[src/rom_map_pkg.sv]
`default_nettype none

package rom_map_pkg;

	typedef enum logic [1:0] {
		CL_NONE,
		CL_MAIN,
		CL_CHAR,
		CL_OBJ
	} client_t;

	// SDRAM word address
	localparam int ADDR_W = 22;

	// Region bases in words
	localparam logic [ADDR_W-1:0] MAIN_BASE = 22'h00000;
	localparam logic [ADDR_W-1:0] CHAR_BASE = 22'h0A000;
	localparam logic [ADDR_W-1:0] OBJ_BASE  = 22'h1C000;

	// Blank tile, compared against char address bits [12:3]
	localparam logic [9:0] CHAR_SPACE = 10'h020;

	localparam int MAIN_AW = 17; // Byte address
	localparam int CHAR_AW = 13;
	localparam int OBJ_AW  = 15;

endpackage

`default_nettype wire

[src/pxl_sync.sv]
`timescale 1ns/100ps
`default_nettype none

module pxl_sync (
	input  logic clk,
	input  logic rst,
	input  logic clk_pxl,
	input  logic main_cs,
	input  logic [rom_map_pkg::MAIN_AW-1:0] main_addr,
	input  logic [rom_map_pkg::CHAR_AW-1:0] char_addr,
	input  logic [rom_map_pkg::OBJ_AW-1:0] obj_addr,
	output logic pxl_tick,
	output logic main_cs_s,
	output logic [rom_map_pkg::MAIN_AW-1:0] main_addr_s,
	output logic [rom_map_pkg::CHAR_AW-1:0] char_addr_s,
	output logic [rom_map_pkg::OBJ_AW-1:0] obj_addr_s
);
	logic [1:0] pxl_sr;
	logic pxl_fall;

	assign pxl_fall = pxl_sr[1] && !pxl_sr[0];

	always_ff @(posedge clk) begin
		if (rst) begin
			pxl_sr      <= 2'b00;
			pxl_tick    <= 1'b0;
			main_cs_s   <= 1'b0;
			main_addr_s <= '0;
			char_addr_s <= '0;
			obj_addr_s  <= '0;
		end else begin
			pxl_sr   <= {pxl_sr[0], clk_pxl}; // Two-flop synchroniser
			pxl_tick <= pxl_fall;
			// Client buses are stable around the pixel clock falling edge
			if (pxl_fall) begin
				main_cs_s   <= main_cs;
				main_addr_s <= main_addr;
				char_addr_s <= char_addr;
				obj_addr_s  <= obj_addr;
			end
		end
	end

endmodule

`default_nettype wire

[config.mk]
export PLATFORM = sky130hd
export DESIGN_NAME = pxl_sync
export DESIGN_NICKNAME = d
export VERILOG_FILES = /design/src/rom_map_pkg.sv /design/src/pxl_sync.sv
export SDC_FILE = /design/constraint.sdc
export NUM_CORES = 1
export LEC_CHECK = 0
export BUFFER_PORTS_ARGS = -buffer_cell sky130_fd_sc_hd__buf_2
export CORE_ASPECT_RATIO = 1.4
export CORE_MARGIN = 2
export CORE_UTILIZATION = 48
export DETAILED_ROUTE_END_ITERATION = 12
export PLACE_DENSITY_LB_ADDON = 0.3
export SYNTH_ARGS = -nofsm -noshare
export SYNTH_HDL_FRONTEND = slang
export SYNTH_SLANG_ARGS = --single-unit
export TNS_END_PERCENT = 5
[constraint.sdc]
create_clock -name clk -period 1.1 [get_ports clk]
set_input_delay 0.22 -clock clk [delete_from_list [all_inputs] [get_ports clk]]
set_output_delay 0.22 -clock clk [all_outputs]
set_load 0.02 [all_outputs]
# Word level (Yosys, flattened, before mapping)

Index checks and enable logic that the tools add are counted.

Input port bits: 49
Register bits: 49
Logic and storage cells: 8

Reductions and logical operators: 2

Operators by type and width:

| operator            | count |
|---|---|
| $logic_and A1 B1 Y1 | 1 |
| $logic_not A1 Y1    | 1 |

# Longest topological paths before layout

Depth in word-level cells: 2
Gate-level depth with buffers: 4

# Worst setup path after synthesis

No wires, ideal clock.

Kind: reg2reg
Start: reg pxl_sr[1]
End: reg char_addr_s[0] (netlist name)
Data arrival time: 0.802 ns
Required time: 0.984 ns
Stages on the path, launching flop included: 5
Clock period less this slack: 0.918 ns
Slack: 0.182 ns
Buffers on the path: 2
Cells stage by stage: dfxtp_1 > nor2b_2 > buf_6 > buf_12 > o21ai_2

Cells in the longest elaborated chain, start to end: 1

Ends and longest elaborated chain:

| what                     | line           | RTL |
|---|---|---|
| start: declaration       | pxl_sync.sv:18 | `logic [1:0] pxl_sr;` |
| start signal: assignment | pxl_sync.sv:32 | `pxl_sr <= {pxl_sr[0], clk_pxl};` |
| $logic_and A1 B1 Y1      | pxl_sync.sv:21 | `assign pxl_fall = pxl_sr[1] && !pxl_sr[0];` |
| end signal: assignment   | pxl_sync.sv:38 | `char_addr_s <= char_addr;` |
| end: declaration         | pxl_sync.sv:15 | `output logic [rom_map_pkg::CHAR_AW-1:0] char_addr_s,` |

Every way passes these cells.
A chain may end at the register's enable or synchronous reset.

# Worst setup path in the final report

Start: reg obj_addr_s[2] (netlist name)
End: out obj_addr_s[2] (netlist name)

RTL lines:

| what                     | line           | RTL |
|---|---|---|
| start: declaration       | pxl_sync.sv:16 | `output logic [rom_map_pkg::OBJ_AW-1:0] obj_addr_s` |
| start signal: assignment | pxl_sync.sv:39 | `obj_addr_s <= obj_addr;` |

No word-level cell between the ends.

==> run summary <==
=================================================================================================
Count of synthesis-stage warnings from yosys .......................................            0
Number of buffers inserted by hold repair at cts ...................................            0
Die W ..............................................................................      64.3 µm
Class of the worst hold path ....................................................... input port to flop
Global route overflow ..............................................................            0
Worst setup skew after layout ......................................................   0.00344 ns
Avg Inst Size Synth ................................................................     11.3 µm²
Cell chosen for the clock root .....................................................     clkbuf_8
Row count ..........................................................................           30
Post-synthesis cell count ..........................................................          216
Sequential element share of the synthesized area ...................................        40.1%
Length of the first detailed-routing pass in iterations ............................            4
Maximum single-stage delay on the critical path ....................................      0.38 ns
Top cell family by delay on the critical path ......................................   flip-flops
Crit path capture type ............................................................. primary output
Later-pin clock latency in the skew report .........................................      0.29 ns
Worst path bufs/invs ...............................................................            1
Vias per cell ......................................................................         5.12
Number of nets in the layout .......................................................          352
Clock tree buffer depth ............................................................            2
Global placer's final weighted congestion ..........................................        0.705
Residual DRC .......................................................................            0
Synth Net Count ....................................................................          265
Number of distinct library cell variants in the gate-level netlist after synthesis .           14
Run status ......................................................................... finished clean
Area inside the core boundary ......................................................     4880 µm²
Leakage dissipation ................................................................      1.28 nW
Via count ..........................................................................        1,880
Layout overhead on the synthesized area ............................................        22.0%
#FFs+latches synth .................................................................           49
Layout cells sized above 1 .........................................................        51.5%
Crit path max fanout ...............................................................            2
Max-capacitance violation count ....................................................            0
Worst relative slew slack ..........................................................        85.5%
Maximum ir drop on the vdd rail ....................................................   0.000705 V
Number of failing setup endpoints in the final timing report .......................            0
Total die area .....................................................................     5690 µm²
Total clock sinks ..................................................................           49
Count of buffers inserted at the top-level ports ...................................           95
Kind of start point of the critical path ...........................................         flop
Maximum number of pins on one net before global-route repair .......................           50
Commonest non-fill, non-tap cells in the layout .................................... buf_2, nand4bb_1, dfxtp_1
Fraction of the core area covered by cells at the end of the flow ..................        61.1%
CTS H-tree lvls ....................................................................            2
Achievable frequency ...............................................................    0.954 GHz
Sum of negative setup slack ........................................................         0 ns
Initial standard-cell utilization of the core ......................................        50.1%
Clk pin slew, worst setup/hold paths ...............................................      0.08 ns
Hold Vio Cnt, Final ................................................................            0
RSZ-0062 raised after global routing ...............................................           no
Number of DRC markers after the initial detailed-route iteration ...................          109
Tightest Pin Transition ............................................................     0.218 ns
Post-CTS Setup Inserts .............................................................            0
Leading cell types by total area after synthesis ................................... dfxtp_1, nand4bb_1, o21ai_2
Power density cells ................................................................  1140 nW/µm²
Clock tree from TritonCTS ..........................................................        built
Post-cts repair resize count .......................................................            0
Total global routing track utilization .............................................        17.4%
Die span in y ......................................................................      88.4 µm
# IOs ..............................................................................           96
Global-route wire length before repair .............................................      7820 µm
Cells traversed along the worst timing path ........................................        buf_4
Clock period minus final worst setup slack .........................................      1.05 ns
Dpl hpwl ...........................................................................      3390 µm
Slew Viols, Final ..................................................................            0
Residual antenna-violating net count after detailed routing ........................            0
Number of antenna violations at the first check in global routing ..................            0
Leading cell type in the layout, fill and taps excluded ............................        buf_2
Setup CP Type ...................................................................... flop to primary output
Drt total wl .......................................................................      5010 µm
Worst EP arrival ...................................................................      0.83 ns
Cell type with the largest total area after synthesis ..............................      dfxtp_1
Vias in the first global route .....................................................        1,748
Post-synthesis cell area ...........................................................     2440 µm²
WP data required ...................................................................      0.88 ns
TritonCTS buffer count .............................................................            5
Post-DR wirelength/cell ............................................................      13.7 µm
Total inserted antenna cells .......................................................            0
Final cycle utilization of the critical path .......................................        95.3%
CP max-delay cell ..................................................................      dfxtp_1
Area share of the largest cell type after synthesis ................................        40.1%
=================================================================================================
## registers in the layout, summed over array words and instances (netlist names)
name and count:
char_addr_s 13, pxl_sr 2, pxl_tick 1, obj_addr_s 15
main_cs_s 1, main_addr_s 17
## cell usage after synthesis
| master | count |
|---|---|
| nor2b_1 | 3 |
| dfxtp_1 | 49 |
| clkbuf_2 | 1 |
| clkbuf_1 | 2 |
| nand2b_1 | 39 |
| buf_4 | 4 |
| buf_2 | 6 |
| buf_12 | 3 |
| nand2b_4 | 7 |
| nand4bb_1 | 46 |
| buf_6 | 9 |
| o21ai_1 | 16 |
| o21ai_2 | 30 |
| nor2b_2 | 1 |
## cells by family after synthesis
family,Yosys count,synth area share [%]
AOI/OAI and AO/OA,46,14.0
buffers and inverters,25,9.58
and+or+nand+nor,96,36.3
DFF,49,40.1
## routing by layer
layer  up-vias  routed length, µm  GRT usage [%]  part of all wire, %
li1        942                  -              -                    -
met1       883               2160           20.9                   43
met2        53               2560           30.8                   51
met3         2                263           4.33                  5.2
met4         0                 33           5.22                 0.66
met5         -                  0              0                    0
## metrics by stage
step / std cells / power [mW] / hold WS [ns] / cell area [µm²] / setup WS, ns
after detailed placement: 360 / 2.40 / 0.452 / 2880 / 0.0489
after CTS: 367 / 3.44 / 0.143 / 2970 / 0.00394
after global routing: 367 / 3.56 / 0.165 / 2980 / 0.00387
final: 367 / 3.40 / 0.146 / 2980 / 0.0518
after floorplan: 216 / 2.24 / 0.348 / 2440 / 0.182
after global placement: 360 / 2.39 / 0.448 / 2880 / 0.101
## cell type report
class                   count  area, µm²
fillers                   436       1900
well taps                  64       80.1
repair buffers            105        591
flip-flops and latches     49        990
multi-input cells         142       1230
clock buffers               7       86.3
## power breakdown
group	switching [mW]	internal (mW)	leakage (nW)
Sequential	0.0328	1.83	0.401
Combinational	0.242	0.250	0.833
Clock	0.544	0.500	0.0443
## path summary, 6_finish.rpt
kind / slack (ns) / start / end / cells after the start
max: 0.05 / obj_addr_s[2]$_SDFFE_PP0P_ / obj_addr_s[2] / 1
min: 0.15 / clk_pxl / pxl_sr[0]$_SDFF_PP0_ / 2
max reg2reg: 0.10 / pxl_sr[1]$_SDFF_PP0_ / obj_addr_s[3]$_SDFFE_PP0P_ / 3
min reg2reg: 0.47 / obj_addr_s[5]$_SDFFE_PP0P_ / obj_addr_s[5]$_SDFFE_PP0P_ / 2
Note: power is estimated with default switching activity, not from simulation.
