## src/romload_crc.sv

```systemverilog
`timescale 1ns/100ps
`default_nettype none

module romload_crc (
	input  logic clk,
	input  logic rst,
	input  logic write_pulse,
	input  logic [15:0] romload_data,
	output logic [31:0] crc_out
);
	localparam logic [31:0] POLY = 32'h04C11DB7;

	// One 16-bit step, MSB first
	function automatic logic [31:0] crc_step(input logic [31:0] crc, input logic [15:0] data);
		logic [31:0] c;
		c = crc;
		for (int i = 15; i >= 0; i--) begin
			if (c[31] ^ data[i])
				c = {c[30:0], 1'b0} ^ POLY;
			else
				c = {c[30:0], 1'b0};
		end
		return c;
	endfunction

	always_ff @(posedge clk) begin
		if (rst)
			crc_out <= '1;
		else if (write_pulse)
			crc_out <= crc_step(crc_out, romload_data); // No final inversion
	end

endmodule

`default_nettype wire

```

## config.mk

```make
export PLATFORM = sky130hd
export DESIGN_NAME = romload_crc
export DESIGN_NICKNAME = d
export VERILOG_FILES = /design/src/romload_crc.sv
export SDC_FILE = /design/constraint.sdc
export NUM_CORES = 1
export LEC_CHECK = 0
export ABC_AREA = 1
export BUFFER_PORTS_ARGS = -buffer_cell sky130_fd_sc_hd__buf_2
export CORE_MARGIN = 2
export CORE_UTILIZATION = 58
export CTS_BUF_LIST = sky130_fd_sc_hd__clkbuf_4 sky130_fd_sc_hd__clkbuf_8 sky130_fd_sc_hd__clkbuf_16
export DETAILED_ROUTE_END_ITERATION = 16
export PLACE_DENSITY = 0.81
export SETUP_SLACK_MARGIN = 0.4
export SLEW_MARGIN = 25
export SYNTH_ARGS = -nofsm -noshare
export SYNTH_HDL_FRONTEND = slang
export SYNTH_SLANG_ARGS = --single-unit
```

## constraint.sdc

```tcl
create_clock -name clk -period 2 [get_ports clk]
set_input_delay 0.1 -clock clk [delete_from_list [all_inputs] [get_ports clk]]
set_output_delay 0.1 -clock clk [all_outputs]
set_load 0.03 [all_outputs]
```

==> results of run 1 <==
per-stage QoR:
stage | utilization (%) | instances | hold slack, ns | setup WS [ns]
3_5_place_dp | 71.6 | 654 | 0.482 | 0.0132
3_3_place_gp | 71.6 | 654 | 0.474 | 0.0666
2_1_floorplan | - | 529 | 0.239 | 0.268
4_1_cts | 93.4 | 710 | 0.288 | 0.168
timing repair:
item	4_1_cts
pin swaps	68
resized for setup	146
setup buffers	48
endpoints found under the setup margin	31
logic make-up after synthesis:
| family | count (synthesis) |
|---|---|
| flip-flops | 32 |
| AO/OA/AOI/OAI | 55 |
| buffers and inverters | 59 |
| XOR/XNOR | 78 |
| AND/OR/NAND/NOR | 305 |
==> summary.md, run 1 <==
| Metric | Value |
|---|---|
| Rows | `27` |
| Buffers added on ports | `50` |
| Largest family of logic cells by synthesized area | `simple AND/OR/NAND/NOR gates` |
| DIE WIDTH | `78.8 um` |
| I/O pins | `51` |
| Post-Syn Nets | `548` |
| Grt repair worst endpoint | `crc_out[25]$_SDFFE_PP1P_/D` |
| Largest net degree at the start of global routing | `30` |
| Initial Util | `59.6%` |
| Ys flop type | `dfxtp_1` |
| Multiplexer area fraction after synthesis | `0%` |
| CTS Buf Count | `5` |
| Root Buffer | `clkbuf_8` |
| Mapped Area | `3240 um^2` |
| H-Tree Depth | `2` |
| Synth top area share | `24.0%` |
| GPL Wtd Cong | `0.992` |
| Synth Register Bits | `32` |
| Post-synthesis sequential area ratio | `19.8%` |
| Synth Area per Inst | `6.13 um^2` |
| Largest area contributor in the netlist | `nand2_1` |
| Hold-fix buffers, CTS | `0` |
| Status | `stopped before the end` |
| Synthesized-area fraction occupied by adder cells | `0%` |
| Stopped at | `global routing` |
| Top cells by count, synth | `nand2_1, xor2_1, nand3_1` |
| Dpl hpwl | `7.75 mm` |
| EDFF count, synth | `0` |
| Xor/xnor share of the synthesized area | `22.2%` |
| Post-synth cell types | `24` |
| Placed inst area | `3890 um^2` |
| Die Ht | `78.8 um` |
| Complex-gate fraction of the synthesized area | `8.83%` |
| Synth Instances | `529` |
| Clock Path Buffers | `2` |
| Ys async rst share | `0%` |
| Post-synthesis simple-gate area fraction | `42.0%` |
| Worst ep type | `sequential cell input` |
| Count leader, synth | `nand2_1` |
| Error msg | `[ERROR DPL-0038] Utilization greater than 100%, impossible to legalize` |
| CTS sink cnt | `32` |
| Synth warnings | `0` |
| Top cells by area, synth | `nand2_1, dfxtp_1, xor2_1` |
==> run 2: changes to the inputs <==
- CORE_UTILIZATION: 58 -> 40
- CTS_BUF_LIST: sky130_fd_sc_hd__clkbuf_4 sky130_fd_sc_hd__clkbuf_8 sky130_fd_sc_hd__clkbuf_16 -> unset
- PLACE_DENSITY: 0.81 -> unset
- PLACE_DENSITY_LB_ADDON: unset -> 0.15
- SETUP_SLACK_MARGIN: 0.4 -> unset
==> run 2 against run 1 <==
Synthesized cell count is the same. Area after synthesis is the same. The run now ends clean.
==> summary.md, run 2 <==
| Metric | Value |
|---|---|
| Status | `finished clean` |
| Post-Syn Nets | `548 (unchanged)` |
| DP Cell Count | `729 (+11%)` |
| Tmin final | `1.96 ns` |
| Largest family of logic cells by synthesized area | `simple AND/OR/NAND/NOR gates` |
| Reg clk slew, reported paths | `0.08 ns` |
| DIE WIDTH | `94.0 um (+19%)` |
| Initial Util | `41.5% (-18 points)` |
| Ys flop type | `dfxtp_1` |
| Final std cells w/o fill | `758` |
| Hold Slack | `0.318 ns` |
| Area of the multi-input gates | `2670 um^2` |
| Post-synth cell types | `24 (unchanged)` |
| CTS tree | `yes` |
| Max-Cap Viols | `0` |
| First-pass GRT wire length | `16.6 mm` |
| ANT cells | `0` |
| Root Buffer | `clkbuf_8` |
| GR peak layer | `met2` |
| Count leader, synth | `nand2_1` |
| CTS Buf Count | `5 (unchanged)` |
| Multiplexer area fraction after synthesis | `0% (unchanged)` |
| Area Growth Syn to Fin | `42.8%` |
| TNS Setup | `0 ns` |
| Iter 0 DRT Violations | `184` |
| Total Wirelength | `11.0 mm` |
| Vias per std cell | `4.96` |
| Post-synthesis simple-gate area fraction | `42.0% (unchanged)` |
| I/O pins | `51 (unchanged)` |
| Worst min-delay path class | `in -> reg` |
| Largest net degree at the start of global routing | `42` |
| Top Registers | `crc_out: 32 flops` |
| Antenna violations before repair | `0` |
| Top cells by count, synth | `nand2_1, xor2_1, nand3_1` |
| Worst Max-Slew Pin Slew | `0.479 ns` |
| Synth Instances | `529 (unchanged)` |
| Max FFs per register | `32` |
| M3 GR Usage | `2.49%` |
| Largest area contributor in the netlist | `nand2_1` |
| Most common cell after layout, fill and taps aside | `nand2_1` |
| Synthesized-area fraction occupied by adder cells | `0% (unchanged)` |
| Met2 global-route usage | `42.1%` |
| Top cells by area, synth | `nand2_1, dfxtp_1, xor2_1` |
| H-Tree Depth | `2 (unchanged)` |
| Crit path capture type | `register` |
| # DRC | `0` |
| Complex-gate fraction of the synthesized area | `8.83% (unchanged)` |
| GPL Wtd Cong | `0.900 (-9.3%)` |
| Xor/xnor share of the synthesized area | `22.2% (unchanged)` |
| Routed vias | `3,760` |
| Core Area | `7810 um^2` |
| Gr usage total | `24.4%` |
| Post-synthesis sequential area ratio | `19.8% (unchanged)` |
| CTS sink cnt | `32 (unchanged)` |
| Routed len/inst | `14.5 um` |
| Crit path kind | `reg -> reg` |
| Crit start category | `register` |
| Worst Path Max Fanout | `6` |
| Clock Path Buffers | `2 (unchanged)` |
| Unrepaired setup endpoints after global routing | `true` |
| Biggest register | `crc_out` |
| Final nets | `674` |
| Met1 Usage GRT | `33.5%` |
| Worst Path Required | `2.23 ns` |
| Slowest-stage cell, CP | `dfxtp_2` |
| GRT overflow | `0` |
| Synth warnings | `0 (unchanged)` |
| Mapped Area | `3240 um^2 (unchanged)` |
| Synth Register Bits | `32 (unchanged)` |
| Slew Limit Headroom | `68.1%` |
| Synth Area per Inst | `6.13 um^2 (unchanged)` |
| Dpl hpwl | `8.32 mm (+7.3%)` |
| Ys async rst share | `0% (unchanged)` |
| Critical path, cell by cell | `inv_2 -> nand2_2 -> nand2_4 -> nand2_2 -> nand2_4 -> buf_4 -> nand2_1 -> nand2_2 -> buf_6 -> xor2_2 -> xor2_1 -> nor2_1 -> nor2_1 -> nand2_1 -> nand2_1` |
| Most frequent cells in the layout | `nand2_1, buf_4, nand2_2, buf_2, xor2_1` |
| Die Ht | `94.0 um (+19%)` |
| Worst Clk Skew | `0.00559 ns` |
| Die footprint | `8840 um^2` |
| Slowest stage delay, CP | `0.34 ns` |
| Number of detailed-route iterations in the first pass | `6` |
| Register area | `654 um^2` |
| ANT nets after route | `0` |
| Synth top area share | `24.0% (unchanged)` |
| Buffers added on ports | `50 (unchanged)` |
| EDFF count, synth | `0 (unchanged)` |
| Final period utilization | `97.9%` |
| Setup-failing EPs final | `0` |
| Max-slew violation count | `0` |
| Fmax | `0.511 GHz` |
| Filler cells | `781` |
| Rows | `32 (+19%)` |
| Layout cells sized above 1 | `38.7%` |
| Final hold vios | `0` |
| Fin util | `59.3%` |
| Vias in the first global route | `3,300` |
| Clk Latency, worst-skew pair | `0.29 ns` |
| Crit path DAT | `2.19 ns` |
-- run 2: timing repair --
item                                    in CTS  in global routing
endpoints found under the setup margin      15                 28
hold buffers                                 0                  0
pin swaps                                    4                 27
setup buffers                                1                 20
resized for setup                           11                 78
cloned                                       0                  0
-- run 2: final cells by class --
class | count | share of cell area (%)
clock buffer | 5 | 1.49
clock inverter | 3 | 0.918
tap | 102 | 2.76
timing repair buffer | 128 | 18.7
multi-input combinational | 438 | 57.7
sequential | 32 | 14.1
inverter | 50 | 4.27
-- run 2: cells by family after synthesis --
group / count (synthesis)
xor gates and xnor gates: 78
DFF: 32
and+or+nand+nor: 305
AOI/OAI and AO/OA: 55
buffers and inverters: 59
-- run 2: path summary, 6_finish.rpt --
| path | from | endpoint | slack [ns] | cells after the start |
|---|---|---|---|---|
| max | crc_out[31]$_SDFFE_PP1P_ | crc_out[9]$_SDFFE_PP1P_ | 0.04 | 15 |
| min | write_pulse | crc_out[25]$_SDFFE_PP1P_ | 0.32 | 4 |
| max reg2reg | crc_out[31]$_SDFFE_PP1P_ | crc_out[9]$_SDFFE_PP1P_ | 0.04 | 15 |
| min reg2reg | crc_out[24]$_SDFFE_PP1P_ | crc_out[24]$_SDFFE_PP1P_ | 0.51 | 2 |
-- run 2: metal layers --
metal / up-vias / part of all wire, %
met5: - / 0
met4: 0 / 1.5
met3: 13 / 3.0
met2: 79 / 49
met1: 1769 / 46
li1: 1899 / -
-- run 2: critical path: cells and delay by family, from the launching register on --
kind / cells / cell delay, ns
xor+xnor: 2 / 0.38
flops: 1 / 0.34
simple gates: 10 / 0.87
buf+inv: 3 / 0.31
-- run 2: stage by stage --
stage | area (um^2) | worst slack, ns
global route | 4630 | -0.0878
floorplan | 3240 | 0.0102
detailed placement | 4030 | -0.0707
CTS | 4200 | 0.00922
global placement | 4030 | -0.0555
finish | 4630 | 0.0424
Power of run 2 is not shown: default switching activity piles up to over one toggle a cycle in this logic, so the estimate is an artifact.
==> run 3: changes to the inputs <==
- PLACE_DENSITY: unset -> 0.69
- PLACE_DENSITY_LB_ADDON: 0.15 -> unset
==> run 3 against run 2 <==
Utilization grew 0.85 points. Flip-flop and latch count unchanged. Critical path depth is 2 lower. Maximum frequency rose by 0.64%. Cell area rose by 1.4%. Cell count grew 0.53%.
==> summary.md, run 3 (synthesis gave the netlist of run 2 again) <==
| Metric | Value |
|---|---|
| Routed vias | `3,882 (+3.2%)` |
| Most common cell after layout, fill and taps aside | `nand2_1` |
| Reg2reg end | `crc_out[18]$_SDFFE_PP1P_` |
| Vias in the first global route | `3,479 (+5.4%)` |
| Critical path, cell by cell | `nand2_1 -> nand2_4 -> nand2_2 -> nand2_4 -> nand2_2 -> nand2_1 -> nand2_2 -> nand2_4 -> clkbuf_4 -> buf_4 -> xor2_1 -> xnor2_1 -> o21ai_1` |
| DIE WIDTH | `94.0 um (unchanged)` |
| ANT nets after route | `0 (unchanged)` |
| CTS Buf Count | `5 (unchanged)` |
| Final std cells w/o fill | `762 (+0.53%)` |
| Crit start category | `register` |
| Critical path depth in cells | `13 (-2)` |
| Worst min-delay path class | `in -> reg` |
| Die Ht | `94.0 um (unchanged)` |
| Number of detailed-route iterations in the first pass | `5 (-1)` |
| Die footprint | `8840 um^2 (unchanged)` |
| Routed len/inst | `14.9 um (+2.5%)` |
| Rows | `32 (unchanged)` |
| R2r startpoint | `crc_out[30]$_SDFFE_PP1P_` |
| Unrepaired setup endpoints after global routing | `true` |
| Layout cells sized above 1 | `41.2% (+2.5 points)` |
| R2R Setup Slk | `0.05 ns (about the same)` |
| Iter 0 DRT Violations | `237 (+29%)` |
| ANT cells | `0 (unchanged)` |
| Hold Slack | `0.278 ns (-0.0391 ns)` |
| Buffers added on ports | `50 (unchanged)` |
| First-pass GRT wire length | `17.3 mm (+4.1%)` |
| Fmax | `0.514 GHz (+0.64%)` |
| Crit path kind | `reg -> reg` |
| Clk Latency, worst-skew pair | `0.30 ns (about the same)` |
| CP top delay family | `simple AND/OR/NAND/NOR gates` |
| GRT overflow | `0 (unchanged)` |
| Final WS setup | `0.0548 ns (+0.0124 ns)` |
| Initial Util | `41.5% (unchanged)` |
| Worst Path Max Fanout | `5 (-1)` |
| Antenna violations before repair | `0 (unchanged)` |
| CTS sink cnt | `32 (unchanged)` |
| Uppermost layer routed | `met4` |
| Max-slew violation count | `0 (unchanged)` |
| Worst Max-Slew Pin Slew | `0.504 ns (+0.0256 ns)` |
| Area Growth Syn to Fin | `44.9%` |
| Hold-fix buffers, CTS | `0 (unchanged)` |
| Post-Place Worst Slack | `-0.155 ns (-0.0840 ns)` |
| WL met2 | `5.56 mm (+2.8%)` |
| Gr usage total | `25.4% (+0.93 points)` |
| # DRC | `0 (unchanged)` |
| Setup crit end | `crc_out[18]$_SDFFE_PP1P_` |
| CP Launch Point | `crc_out[30]$_SDFFE_PP1P_` |
| FF-to-FF path depth | `13 (-2)` |
| Vias per std cell | `5.09 (+2.7%)` |
| Crit path capture type | `register` |
| Slowest-stage cell, CP | `dfxtp_4` |
| Biggest register | `crc_out` |
| Most frequent cells in the layout | `nand2_1, buf_4, nand2_2, buf_2, xor2_1` |
| Slew Limit Headroom | `66.4% (-1.7 points)` |
| GPL Wtd Cong | `0.932 (+3.5%)` |
| Crit path DAT | `2.14 ns (-0.05 ns)` |
| Max FFs per register | `32 (unchanged)` |
| Top Registers | `crc_out: 32 flops` |
| I/O pins | `51 (unchanged)` |
| Clock Path Buffers | `2 (unchanged)` |
| Setup-failing EPs final | `0 (unchanged)` |
| Root Buffer | `clkbuf_8` |
| Tmin final | `1.95 ns (-0.0124 ns)` |
| DP Cell Count | `736 (+0.96%)` |
| Core Area | `7810 um^2 (unchanged)` |
| Final period utilization | `97.3% (-0.62 points)` |
| Fin util | `60.2% (+0.85 points)` |
| Final hold vios | `0 (unchanged)` |
| CP Buf/Inv Count | `2 (-1)` |
| Dpl hpwl | `8.53 mm (+2.6%)` |
| Reg clk slew, reported paths | `0.08 ns (about the same)` |
| Largest net degree at the start of global routing | `23 (-45%)` |
| Slowest stage delay, CP | `0.37 ns (+0.03 ns)` |
| Met3 Wirelength | `732 um (+120%)` |
| Total Wirelength | `11.4 mm (+3.1%)` |
| Worst Path Required | `2.20 ns (-0.03 ns)` |
| H-Tree Depth | `2 (unchanged)` |
| Status | `finished clean` |
| CTS tree | `yes` |
| Worst Clk Skew | `0.0120 ns (+0.00640 ns)` |
| M1 wire length | `4.80 mm (-6.2%)` |
| Max-Cap Viols | `0 (unchanged)` |
| Final nets | `678 (+0.59%)` |
run 3: cell types whose count changed in the layout (fill, tap and decap cells not counted), sizes merged:
| cell | previous run | this run |
|---|---|---|
| buf | 128 | 131 |
| bufinv | 1 | 0 |
| clkinvlp | 1 | 0 |
| clkbuf | 5 | 7 |
| clkinv | 1 | 2 |
run 3: how the worst min path moves through the flow:
stage,slack [ns],to,start,cells past startpoint
2_1_floorplan,0.24,crc_out[10]$_SDFFE_PP1P_,write_pulse,2
3_3_place_gp,0.50,crc_out[4]$_SDFFE_PP1P_,crc_out[4]$_SDFFE_PP1P_,2
3_5_place_dp,0.51,crc_out[16]$_SDFFE_PP1P_,crc_out[16]$_SDFFE_PP1P_,2
4_1_cts,0.28,crc_out[18]$_SDFFE_PP1P_,write_pulse,4
5_1_grt,0.31,crc_out[18]$_SDFFE_PP1P_,write_pulse,4
6_report,0.28,crc_out[18]$_SDFFE_PP1P_,write_pulse,4
run 3: area by class of cell:
class	instances	area (um^2)
Inverter	50	193
Fill cell	726	3110
Timing Repair Buffer	132	923
Clock buffer	6	82.6
Clock inverter	2	10.0
Sequential cell	32	661
Multi-Input combinational cell	438	2700
Tap cell	102	128
run 3: per-layer routing:
| layer | up-vias | global-route usage, % |
|---|---|---|
| met2 | 140 | 42.1 |
| met3 | 29 | 4.33 |
| li1 | 1907 | - |
| met5 | - | 0 |
| met1 | 1806 | 33.4 |
| met4 | 0 | 7.97 |
run 3: repair_timing:
| item | in CTS | in global routing |
|---|---|---|
| pin swaps | 1 | 29 |
| setup buffers | 1 | 17 |
| setup endpoints to repair | 19 | 27 |
| resized for setup | 12 | 93 |
run 3: worst reg2reg max path, delay by kind of cell (launching register included):
| family | cells | cell delay [ns] |
|---|---|---|
| buf+inv | 2 | 0.31 |
| flops | 1 | 0.37 |
| xor+xnor | 2 | 0.32 |
| simple gates | 8 | 0.76 |
| compound gates | 1 | 0.07 |
run 3: per-stage QoR:
step	area (um^2)	setup TNS [ns]
floorplan	3240	0
global placement	4100	-0.398
detailed placement	4100	-0.812
CTS	4240	0
global route	4700	-0.315
finish	4700	0
Power of run 3 is left out for the same reason.
