$ cat src/rom_map_pkg.sv
`default_nettype none

package rom_map_pkg;

	typedef enum logic [1:0] {
		CL_NONE,
		CL_MAIN,
		CL_CHAR,
		CL_OBJ
	} client_t;

	// SDRAM word address
	localparam int ADDR_W = 22;

	// Region bases in words
	localparam logic [ADDR_W-1:0] MAIN_BASE = 22'h00000;
	localparam logic [ADDR_W-1:0] CHAR_BASE = 22'h0A000;
	localparam logic [ADDR_W-1:0] OBJ_BASE  = 22'h1C000;

	// Blank tile, compared against char address bits [12:3]
	localparam logic [9:0] CHAR_SPACE = 10'h020;

	localparam int MAIN_AW = 17; // Byte address
	localparam int CHAR_AW = 13;
	localparam int OBJ_AW  = 15;

endpackage

`default_nettype wire

$ cat src/rom_arbiter.sv
`timescale 1ns/100ps
`default_nettype none

module rom_arbiter (
	input  logic clk,
	input  logic rst,
	input  logic pxl_tick,
	input  logic main_cs_s,
	input  logic [rom_map_pkg::MAIN_AW-1:0] main_addr_s,
	input  logic [rom_map_pkg::CHAR_AW-1:0] char_addr_s,
	input  logic [rom_map_pkg::OBJ_AW-1:0] obj_addr_s,
	input  logic LVBL,
	input  logic downloading,
	input  logic idle,
	input  logic [15:0] rd_word,
	input  logic rd_word_valid,
	input  logic refresh_done,
	output logic rd_req,
	output logic [rom_map_pkg::ADDR_W-1:0] rd_addr,
	output logic refresh_req,
	output logic mrdy,
	output logic [7:0] main_dout,
	output logic [15:0] char_dout,
	output logic [31:0] obj_dout
);
	import rom_map_pkg::*;

	client_t cur, req_client;
	logic busy;
	logic word_hi; // Next word is the second of the burst
	logic [MAIN_AW-3:0] main_tag;
	logic [CHAR_AW-1:0] char_tag;
	logic [OBJ_AW-1:0] obj_tag;
	logic main_valid, char_valid, obj_valid;
	logic [31:0] main_cache, obj_cache;
	logic [15:0] char_cache;
	logic [31:0] main_line;
	logic main_fill_now, main_ok, main_miss;
	logic char_space, char_hit, obj_hit;
	logic char_req, obj_req, any_req;
	logic start;
	logic [ADDR_W-1:0] req_addr;

	// Second main word arriving this cycle counts as a hit already
	assign main_fill_now = rd_word_valid && word_hi && cur == CL_MAIN;
	assign main_ok = main_tag == main_addr_s[MAIN_AW-1:2] && (main_valid || main_fill_now);
	assign main_line = main_fill_now ? {rd_word, main_cache[15:0]} : main_cache;
	assign main_miss = main_cs_s && !main_ok;

	assign char_space = char_addr_s[CHAR_AW-1:3] == CHAR_SPACE;
	assign char_hit = char_valid && char_tag == char_addr_s;
	assign obj_hit = obj_valid && obj_tag == obj_addr_s;

	// Video layers only fetch during active lines
	assign char_req = LVBL && !char_space && !char_hit;
	assign obj_req = LVBL && !obj_hit;
	assign any_req = char_req || obj_req || main_miss;
	assign start = !busy && idle && !refresh_req && !downloading;

	always_comb begin
		if (char_req) begin
			req_client = CL_CHAR;
			req_addr   = CHAR_BASE + ADDR_W'(char_addr_s);
		end else if (obj_req) begin
			req_client = CL_OBJ;
			req_addr   = OBJ_BASE + ADDR_W'({obj_addr_s, 1'b0});
		end else begin
			req_client = CL_MAIN;
			req_addr   = MAIN_BASE + ADDR_W'({main_addr_s[MAIN_AW-1:2], 1'b0});
		end
	end

	always_ff @(posedge clk) begin
		if (rst) begin
			cur         <= CL_NONE;
			busy        <= 1'b0;
			word_hi     <= 1'b0;
			rd_req      <= 1'b0;
			refresh_req <= 1'b0;
			mrdy        <= 1'b1;
			main_valid  <= 1'b0;
			char_valid  <= 1'b0;
			obj_valid   <= 1'b0;
			main_tag    <= '1;
			char_tag    <= '1;
			obj_tag     <= '1;
		end else begin
			rd_req <= 1'b0;
			if (start && any_req) begin
				busy    <= 1'b1;
				rd_req  <= 1'b1;
				word_hi <= 1'b0;
				cur     <= req_client;
				case (req_client)
					CL_CHAR: begin
						char_tag   <= char_addr_s;
						char_valid <= 1'b0;
					end
					CL_OBJ: begin
						obj_tag   <= obj_addr_s;
						obj_valid <= 1'b0;
					end
					default: begin
						main_tag   <= main_addr_s[MAIN_AW-1:2];
						main_valid <= 1'b0;
					end
				endcase
			end
			if (start && !any_req && !LVBL)
				refresh_req <= 1'b1;
			if (refresh_done)
				refresh_req <= 1'b0;
			if (pxl_tick && main_miss)
				mrdy <= 1'b0; // Stall main CPU
			if (rd_word_valid) begin
				word_hi <= !word_hi;
				if (!word_hi) begin
					if (cur == CL_MAIN)
						mrdy <= 1'b1;
					if (cur == CL_CHAR)
						char_valid <= 1'b1; // Char needs one word only
				end else begin
					busy <= 1'b0;
					cur  <= CL_NONE;
					if (cur == CL_MAIN)
						main_valid <= 1'b1;
					if (cur == CL_OBJ)
						obj_valid <= 1'b1;
				end
			end
			// ROM contents change under download
			if (downloading) begin
				main_valid <= 1'b0;
				char_valid <= 1'b0;
				obj_valid  <= 1'b0;
			end
		end
	end

	always_ff @(posedge clk) begin
		rd_addr <= req_addr;
		if (rd_word_valid) begin
			case (cur)
				CL_MAIN:
					if (word_hi)
						main_cache[31:16] <= rd_word;
					else
						main_cache[15:0] <= rd_word;
				CL_CHAR:
					if (!word_hi)
						char_cache <= rd_word;
				CL_OBJ:
					if (word_hi)
						obj_cache[31:16] <= rd_word;
					else
						obj_cache[15:0] <= rd_word;
				default: ;
			endcase
		end
		if (pxl_tick) begin
			if (main_cs_s && main_ok)
				main_dout <= main_line[{main_addr_s[1:0], 3'b000} +: 8]; // Low byte first
			if (char_space)
				char_dout <= '1;
			else if (char_hit)
				char_dout <= char_cache;
			if (obj_hit)
				obj_dout <= obj_cache;
		end
	end

	// One read at a time, only into an idle sequencer
	assert property (@(posedge clk) disable iff (rst) rd_req |-> idle)
		else $error("rd_req issued while sequencer busy");

endmodule

`default_nettype wire

$ cat config.mk
export PLATFORM = sky130hd
export DESIGN_NAME = rom_arbiter
export DESIGN_NICKNAME = d
export VERILOG_FILES = /design/src/rom_map_pkg.sv /design/src/rom_arbiter.sv
export SDC_FILE = /design/constraint.sdc
export NUM_CORES = 1
export LEC_CHECK = 0
export BUFFER_PORTS_ARGS = -buffer_cell sky130_fd_sc_hd__buf_2
export CORE_UTILIZATION = 50
export CTS_CLUSTER_SIZE = 20
export DETAILED_ROUTE_END_ITERATION = 6
export GPL_TIMING_DRIVEN = 0
export PLACE_DENSITY_LB_ADDON = 0.05
export SYNTH_ARGS = -nofsm -noshare
export SYNTH_HDL_FRONTEND = slang
export SYNTH_SLANG_ARGS = --single-unit
$ cat constraint.sdc
create_clock -name clk -period 3.75 [get_ports clk]
set_input_delay 0.1875 -clock clk [delete_from_list [all_inputs] [get_ports clk]]
set_output_delay 0.1875 -clock clk [all_outputs]
set_load 0.005 [all_outputs]
* Word-level counts from Yosys, hierarchy flattened
Index checks and enable logic that the tools add are counted.
** Cells by class
- Shift operators :: 1
- Reductions and logical operators :: 46
- Add/subtract/negate cells :: 2
- Eq/ne operators :: 9
- Bitwise operators :: 2
- Multiplexer cells :: 34
** Operators with widths (count)
- 18-bit 2-to-1 mux :: 2
- 32-bit 2-to-1 mux :: 1
- 32-bit by 6-bit indexed part select with 8-bit output :: 1
- 15-bit equality test :: 2
- 1-bit 2-to-1 mux :: 25
- 17-bit by 16-bit adder with 18-bit output, first input constant :: 1
- 16-bit by 13-bit adder with 17-bit output, first input constant :: 1
- 1-bit logical AND :: 17
- 16-bit 2-to-1 mux :: 1
- 3-bit AND reduction :: 5
- 13-bit equality test :: 1
- 2-bit AND reduction :: 6
- 10-bit by 6-bit equality test with 1-bit output, second input constant :: 1
- 1-bit logical NOT :: 10
- 2-bit 2-to-1 mux :: 5
- 2-bit equality test, second input constant :: 4
- 2-bit OR reduction :: 3
- 2-bit nonzero test :: 2
- 1-bit logical OR :: 3
- 2-bit by 1-bit equality test with 1-bit output, second input constant :: 1
- 1-bit inverter :: 2
** Word-level totals
- Input bits :: 70
- Register bits :: 211

* Longest topological paths before layout
Gate-level depths: netlist of the first run.
- Depth in word-level cells :: 13
- Gate-level depth with buffers :: 9

* Least setup slack after synthesis of the first run
OpenSTA, ideal clock, no wires.
- Path kind :: register to register
- From :: register obj_tag[13]
- To :: register obj_dout[0] (enable)
- Cell stages (with the launch flop) :: 5
- Buffers on the path :: 0
- Slack :: 0.837 ns
- Required time :: 3.329 ns
- Data arrival time :: 2.492 ns
- Path through :: dfxtp_1 -> xnor2_1 -> nand4_1 -> or4_4 -> nor2_1
** Between the ends
- Longest elaborated chain between the ends :: 3
** RTL lines
- from (decl) :: RTL line rom_arbiter.sv:33 : logic [OBJ_AW-1:0] obj_tag;
- from (signal assigned) :: RTL line rom_arbiter.sv:100 : obj_tag <= obj_addr_s;
- 15-bit equality test :: RTL line rom_arbiter.sv:52 : assign obj_hit = obj_valid && obj_tag == obj_addr_s;
- 1-bit logical AND :: RTL line rom_arbiter.sv:52
- 2-bit AND reduction (no line)
- to (signal assigned) :: RTL line rom_arbiter.sv:168 : obj_dout <= obj_cache;
- to (decl) :: RTL line rom_arbiter.sv:24 : output logic [31:0] obj_dout
No other way between the ends.
A chain may end at the register's enable or synchronous reset.

* Worst setup path after layout of the first run
- From :: input port char_addr_s[6] (netlist bit)
- To :: register rd_addr[12] (netlist bit)
** Between the ends
- Longest elaborated chain between the ends :: 5
** RTL lines
- from (decl) :: RTL line rom_arbiter.sv:10 : input logic [rom_map_pkg::CHAR_AW-1:0] char_addr_s,
- parallel branches: the longest is 4 deep, another holds 16-bit by 13-bit adder with 17-bit output
- 18-bit 2-to-1 mux (*) :: RTL line rom_arbiter.sv:61 : if (char_req) begin
- net req_addr[12] :: RTL line rom_arbiter.sv:42 : logic [ADDR_W-1:0] req_addr;
- to (signal assigned) :: RTL line rom_arbiter.sv:141 : rd_addr <= req_addr;
- to (decl) :: RTL line rom_arbiter.sv:19 : output logic [rom_map_pkg::ADDR_W-1:0] rd_addr,
Mark *: on every way through the listed nets, which the timed path passes.

==> metrics.csv, run 1 <==
stage,metric,value,unit
min_path,hold_depth,3,
outcome,status,finished clean,
synth,synth-edff-count,136,
grt,grt_max_degree,33,
finish,fin_nets,855,
synth,syn_avg_cell_area,14.2,µm²
timing,fmax,0.312,GHz
synth,synthTopCellsByCount,"edfxtp_1 (136), dfxtp_1 (71), nor2_1 (59)",
floorplan,coreArea,15300,µm²
finish,drive_gt1_share,26.4,%
power_and_ir_drop,p_int,3.93,mW
power_and_ir_drop,p_leak,3.82,nW
grt,grt_overflow,0,
drt,dr.first_iter.drc_count,307,
synth,yosysWarnings,0,
power_and_ir_drop,power,4.94,mW
power_and_ir_drop,p_comb_share,6.3,%
synth,syn_inst,553,
timing,hold_ws,16.2,ps
floorplan,ios,151,
finish,syn2layout_area_growth,30.0,%
cts,insertion_delay,490,ps
timing,fin_crit,3210,ps
cts,tritoncts.num_buffers,22,
cts,clockBufferDepth,3,
drt,wl_per_cell,17.7,µm
synth,synth_area_leader_cell,edfxtp_1,
timing,finalSetupTns,0,ps
synth,syn_area,7860,µm²
worst_setup_path,reg2reg_depth,8,
flow_run,cap_violations,0,
timing,layout_setup_ws,545,ps
synth,yosysMostFrequentCell,edfxtp_1,
synth,ys_ff_latch,207,
place,placed_area,8930,µm²
worst_setup_path,required,4180,ps
worst_setup_path,cp_cell_sequence,dlygate4sd3_1 -> buf_2 -> nor4b_1 -> nand3_1 -> inv_1 -> nor2_1 -> nor2_1 -> clkbuf_1 -> a221o_1 -> dlygate4sd3_1,
worst_setup_path,worstPathMaxFanout,10,
place,port_buffers,144,
synth,synth-seq-area-share,70.0,%
timing,finalCritPeriodShare,85.5,%
grt,grt_pass1_vias,5091,
synth,async_reset_ff_share,0,%
timing,setup_viol,0,
finish,seqCellArea,5510,µm²
worst_setup_path,slowest_stage,dlygate4sd3_1,
drt,vias,5225,
power_and_ir_drop,netSwitchingFraction,20.4,%
power_and_ir_drop,p_per_area,483,nW/µm²
drt,wl_met2,8510,µm
timing,slew_viol_final,0,
floorplan,design.die.area,16200,µm²
finish,fin_cells,1010,
worst_setup_path,cp_slowest_stage_delay,560,ps
finish,utilization,67.0,%
worst_setup_path,cp-end-kind,flop,
power_and_ir_drop,p_switching,1.01,mW
cts,clk_pin_slew_worst_paths,60,ps
timing,finClkSkew,14.6,ps
drt,firstDrtPassIters,4,
drt,wirelength,17900,µm
synth,synth_top_area_share,51.9,%
cts,numClockSinks,207,
drt,wl_met3,1130,µm
floorplan,start_util,51.5,%
grt,grt.total_usage,22.4,%
synth,synth.area.top_cells,"edfxtp_1 (52%), dfxtp_1 (18%), xnor2_1 (3.2%), mux2i_1 (2.9%), nor2_1 (2.8%)",
cts,cts_root_buffer,clkbuf_16,
place,numPlacedInstances,915,
floorplan,num_rows,45,
worst_setup_path,start_kind,input port,
timing,rsz0062_at_grt,false,
cts,cts_tree,yes,
synth,ys.flop_type,edfxtp_1,
timing,timing.slew.headroom,34.4,%
drt,viasPerCell,5.17,
cts,htree_levels,1,
floorplan,dieWidth,127,µm
power_and_ir_drop,clkPwrFrac,43.6,%
place,gp_congestion,0.802,
finish,multiInputGateArea,2190,µm²
finish,stdcell_area,10200,µm²
timing,tightestPinTransition,982,ps
finish,nFillCells,1114,
floorplan,die_h,127,µm
place,post-place-ws,720,ps
worst_setup_path,crit_arrival,3640,ps
drt,topRoutingLayerUsed,met4,
timing,hold_violations,0,
cts,post_cts_buffers,0,
drt,drtAntennaViolNets,0,
min_path,min_path_type,input port to flop,
grt,grt_pass1_wl,27400,µm
worst_setup_path,path_class,input port to flop,
power_and_ir_drop,peakVddDrop,0.000334,V
drt,drt-met1-wl,7890,µm
synth,synth.distinct_cells,46,
place,dp_hpwl,12000,µm
grt,antenna_found_initial,1,
power_and_ir_drop,seqPwrFrac,50.1,%
drt,drc,0,
-- cell families after synthesis --
kind of cell | Yosys count | synth area share [%]
DFF | 207 | 70.0
and+or+nand+nor | 164 | 10.7
AOI/OAI and AO/OA | 67 | 6.38
xor gates and xnor gates | 44 | 4.90
buffers and inverters | 38 | 2.55
muxes | 31 | 5.22
adders and majority gates | 1 | 0.159
other | 1 | 0.0477
-- area by class of cell --
type                    instances  share of cell area, %
plain buffers                  30                   1.66
flip-flops and latches        207                   53.8
clock buffers                  27                   5.78
clock inverters                11                   1.27
well taps                     211                   2.58
repair buffers                204                   13.1
multi-input cells             311                   21.5
inverters                       8                  0.294
diodes                          1                 0.0245
-- state kept, by name, summed over array words and instances, names as in the netlist, 15 cells and up --
signal      count
char_dout      16
obj_tag        15
rd_addr        18
char_cache     16
main_tag       15
main_cache     32
obj_cache      32
obj_dout       32
-- worst max-delay path: cells and delay by family --
kind	cells	cell delay, ps
AO/OA/AOI/OAI	1	250
buffers and inverters	5	1880
AND/OR/NAND/NOR	4	1320
-- power groups by stage --
stage               Clock, mW  Sequential (mW)  Combinational, mW
finish                   2.15             2.47              0.313
detailed placement          0             2.52              0.260
global placement            0             2.52              0.252
CTS                      2.20             2.47              0.309
floorplan                   0             2.52              0.134
global route             2.28             2.48              0.342
-- cells in the final DEF, fill, tap and decap left out, drive strengths merged, types with 3 or more instances in the layout --
master	count
buf	161
edfxtp	136
dfxtp	71
nor2	59
dlygate4sd3	56
clkbuf	44
xnor2	29
mux2i	23
nand2b	19
a21oi	17
nand2	16
a211o	16
nor3	16
xor2	15
nor2b	15
and3	14
a221o	12
o21ai	10
mux4	8
nand4	8
inv	8
clkinv	6
nor4	5
conb	4
o21a	3
bufinv	3
a22oi	3
-- routing by layer --
layer / global-route usage (%) / up-vias
met4: 6.72 / 0
met1: 31.2 / 2535
met2: 36.2 / 170
met3: 3.77 / 24
li1: - / 2496
met5: 0 / -
-- worst paths after layout --
| path | startpoint | endpoint | slack (ps) |
|---|---|---|---|
| max | char_addr_s[6] | rd_addr[12] | 540 |
| min | obj_addr_s[9] | obj_tag[9] | 20 |
| max reg2reg | char_tag[10] | rd_addr[12] | 690 |
| min reg2reg | obj_cache[19] | obj_dout[19] | 420 |
-- what timing repair did --
| action | in CTS | in global routing |
|---|---|---|
| resized for setup | 0 | 0 |
| endpoints found under the hold margin | 113 | 0 |
| hold buffers | 56 | 0 |
Power figures use the tool's default switching activity.
==> inputs of run 2 (changes only) <==
--- a/config.mk
+++ b/config.mk
@@ -7,8 +7,10 @@
 export LEC_CHECK = 0
 export BUFFER_PORTS_ARGS = -buffer_cell sky130_fd_sc_hd__buf_2
 export CORE_UTILIZATION = 50
+export CTS_BUF_LIST = sky130_fd_sc_hd__clkbuf_4 sky130_fd_sc_hd__clkbuf_8 sky130_fd_sc_hd__clkbuf_16
 export CTS_CLUSTER_SIZE = 20
 export DETAILED_ROUTE_END_ITERATION = 6
+export GPL_ROUTABILITY_DRIVEN = 0
 export GPL_TIMING_DRIVEN = 0
 export PLACE_DENSITY_LB_ADDON = 0.05
 export SYNTH_ARGS = -nofsm -noshare
==> run 2 against run 1 <==
  * Die area unchanged
  * Combinational power about the same
  * Global-route usage about the same
  * Critical path depth unchanged
  * Sequential share of layout area decreased by 0.079 points
  * Register-to-register slack got worse by 20 ps
  * Via count about the same
  * Design area increased by 0.15%
  * Wire length about the same
  * Sequential power about the same
  * Power increased by 0.58%
  * Worst hold slack about the same
==> metrics.csv, run 2 (synthesized netlist as in run 1, its figures left out) <==
stage,metric,value,unit,change
outcome,status,finished clean,,
finish,layout_commonest_cell,buf_2,,
worst_setup_path,r2r_end,rd_addr[10],,
timing,finalCritPeriodShare,86.0,%,+0.53 points
drt,wirelength,17900,µm,about the same
cts,post_cts_buffers,0,,unchanged
worst_setup_path,required,4180,ps,about the same
floorplan,start_util,51.5,%,unchanged
min_path,hp-start,obj_addr_s[9],,
grt,grt_max_degree,33,,unchanged
drt,drc,0,,unchanged
floorplan,dieWidth,127,µm,unchanged
drt,firstDrtPassIters,5,,+1
drt,drt-met1-wl,8050,µm,+2.0%
timing,finClkSkew,11.4,ps,-3.19 ps
floorplan,die_h,127,µm,unchanged
finish,top_regs,"main_cache: 32 flops, obj_cache: 32 flops, obj_dout: 32 flops",,
drt,topRoutingLayerUsed,met4,,
power_and_ir_drop,power,4.97,mW,+0.58%
drt,wl_per_cell,17.7,µm,about the same
timing,hold_violations,0,,unchanged
cts,cts_root_buffer,clkbuf_16,,
grt,grt_pass1_wl,27400,µm,about the same
worst_setup_path,critPathLaunch,char_addr_s[6],,
timing,timing.slew.headroom,34.5,%,+0.12 points
drt,wl_met3,1020,µm,-10%
timing,finalSetupTns,0,ps,unchanged
min_path,min_to,obj_tag[9],,
floorplan,ios,151,,unchanged
worst_setup_path,start_kind,input port,,
drt,dr.first_iter.drc_count,307,,unchanged
cts,cts_tree,yes,,
finish,final_cell_mix,"buf_2 (147), edfxtp_1 (136), dfxtp_1 (71), dlygate4sd3_1 (56), nor2_1 (55)",,
cts,clockBufferDepth,3,,unchanged
worst_setup_path,worstPathMaxFanout,10,,unchanged
finish,drive_gt1_share,26.9,%,+0.50 points
timing,fmax,0.310,GHz,-0.62%
worst_setup_path,cp-end-kind,flop,,
finish,fin_nets,855,,unchanged
drt,wl_met2,8460,µm,-0.66%
grt,grt_pass1_vias,5093,,+0.039%
timing,layout_setup_ws,525,ps,-19.9 ps
floorplan,coreArea,15300,µm²,unchanged
cts,ctsResizeCount,0,,unchanged
floorplan,design.die.area,16200,µm²,unchanged
finish,fin_cells,1010,,unchanged
cts,tritoncts.num_buffers,22,,unchanged
min_path,hold_depth,3,,unchanged
power_and_ir_drop,p_leak,3.83,nW,+0.36%
worst_setup_path,crit_arrival,3660,ps,+20 ps
grt,grt_overflow,0,,unchanged
worst_setup_path,regToRegStartpoint,char_tag[10],,
finish,syn2layout_area_growth,30.2,%,
worst_setup_path,reg2reg_depth,8,,unchanged
timing,tightestPinTransition,980,ps,-1.85 ps
power_and_ir_drop,p_per_area,485,nW/µm²,+0.43%
drt,viasPerCell,5.17,,about the same
place,post-place-ws,720,ps,unchanged
drt,vias,5223,,-0.038%
timing,rsz0062_at_grt,false,,
place,port_buffers,144,,unchanged
cts,htree_levels,1,,unchanged
timing,setup_viol,0,,unchanged
grt,antenna_found_initial,1,,unchanged
place,dp_hpwl,12000,µm,unchanged
min_path,min_path_type,input port to flop,,
worst_setup_path,path_class,input port to flop,,
flow_run,cap_violations,0,,unchanged
grt,grt.total_usage,22.4,%,about the same
floorplan,num_rows,45,,unchanged
timing,fin_crit,3230,ps,+19.9 ps
cts,insertion_delay,490,ps,about the same
timing,hold_ws,16.4,ps,+0.178 ps
cts,clk_pin_slew_worst_paths,60,ps,about the same
power_and_ir_drop,peakVddDrop,0.000345,V,+3.2%
timing,slew_viol_final,0,,unchanged
drt,drtAntennaViolNets,0,,unchanged
cts,numClockSinks,207,,unchanged
worst_setup_path,reg2reg_slack,670,ps,-20 ps
place,numPlacedInstances,915,,unchanged
[run 2: cell counts in the layout (fill, tap and decap cells not counted)]
Identical to the previous run, type by type.
[run 2: metrics by stage]
stage	util, %	area [µm²]
floorplan	-	7870
global placement	58.1	8860
detailed placement	58.5	8930
CTS	67.0	10200
global route	67.1	10200
finish	67.1	10200
[run 2: worst max-delay path, cell delays in order]
cell           delay [ps]
dlygate4sd3_1         530
buf_2                 150
nor4b_1               300
nand3_1               450
inv_1                 190
nor2_1                 90
nor2_1                480
clkbuf_1              470
a221o_1               250
dlygate4sd3_1         560
[run 2: final cells by class]
class                   instances  area [µm²]
flip-flops and latches        207        5510
plain buffers                  30         170
diodes                          1        2.50
fillers                      1109        5020
clock buffers                  27         606
inverters                       8        30.0
well taps                     211         264
clock inverters                11         130
repair buffers                204        1340
multi-input cells             311        2190
[run 2: timing repair]
| item | 4_1_cts | 5_1_grt |
|---|---|---|
| endpoints found under the hold margin | 113 | 0 |
| setup endpoints to repair | 0 | 0 |
| hold buffers | 56 | 0 |
[run 2: report_power, final]
group	total [mW]	internal [mW]	switching (mW)
Clock	2.18	1.35	0.834
Combinational	0.314	0.155	0.159
Sequential	2.47	2.46	0.0154
Total	4.97	3.96	1.01
[run 2: worst max-delay path by stage]
stage              endpoint  slack (ps)  depth (start not counted)
2_1_floorplan   obj_dout[0]         840                          4
3_3_place_gp   obj_dout[21]         100                          5
3_5_place_dp   main_dout[7]         720                          5
4_1_cts         rd_addr[10]         590                         10
5_1_grt         rd_addr[12]         270                         10
6_report        rd_addr[10]         520                         10
[run 2: metal layers]
layer	track usage [%]	vias to the layer above
met2	36.3	162
li1	-	2494
met3	3.77	27
met5	0	-
met4	6.72	0
met1	31.2	2540
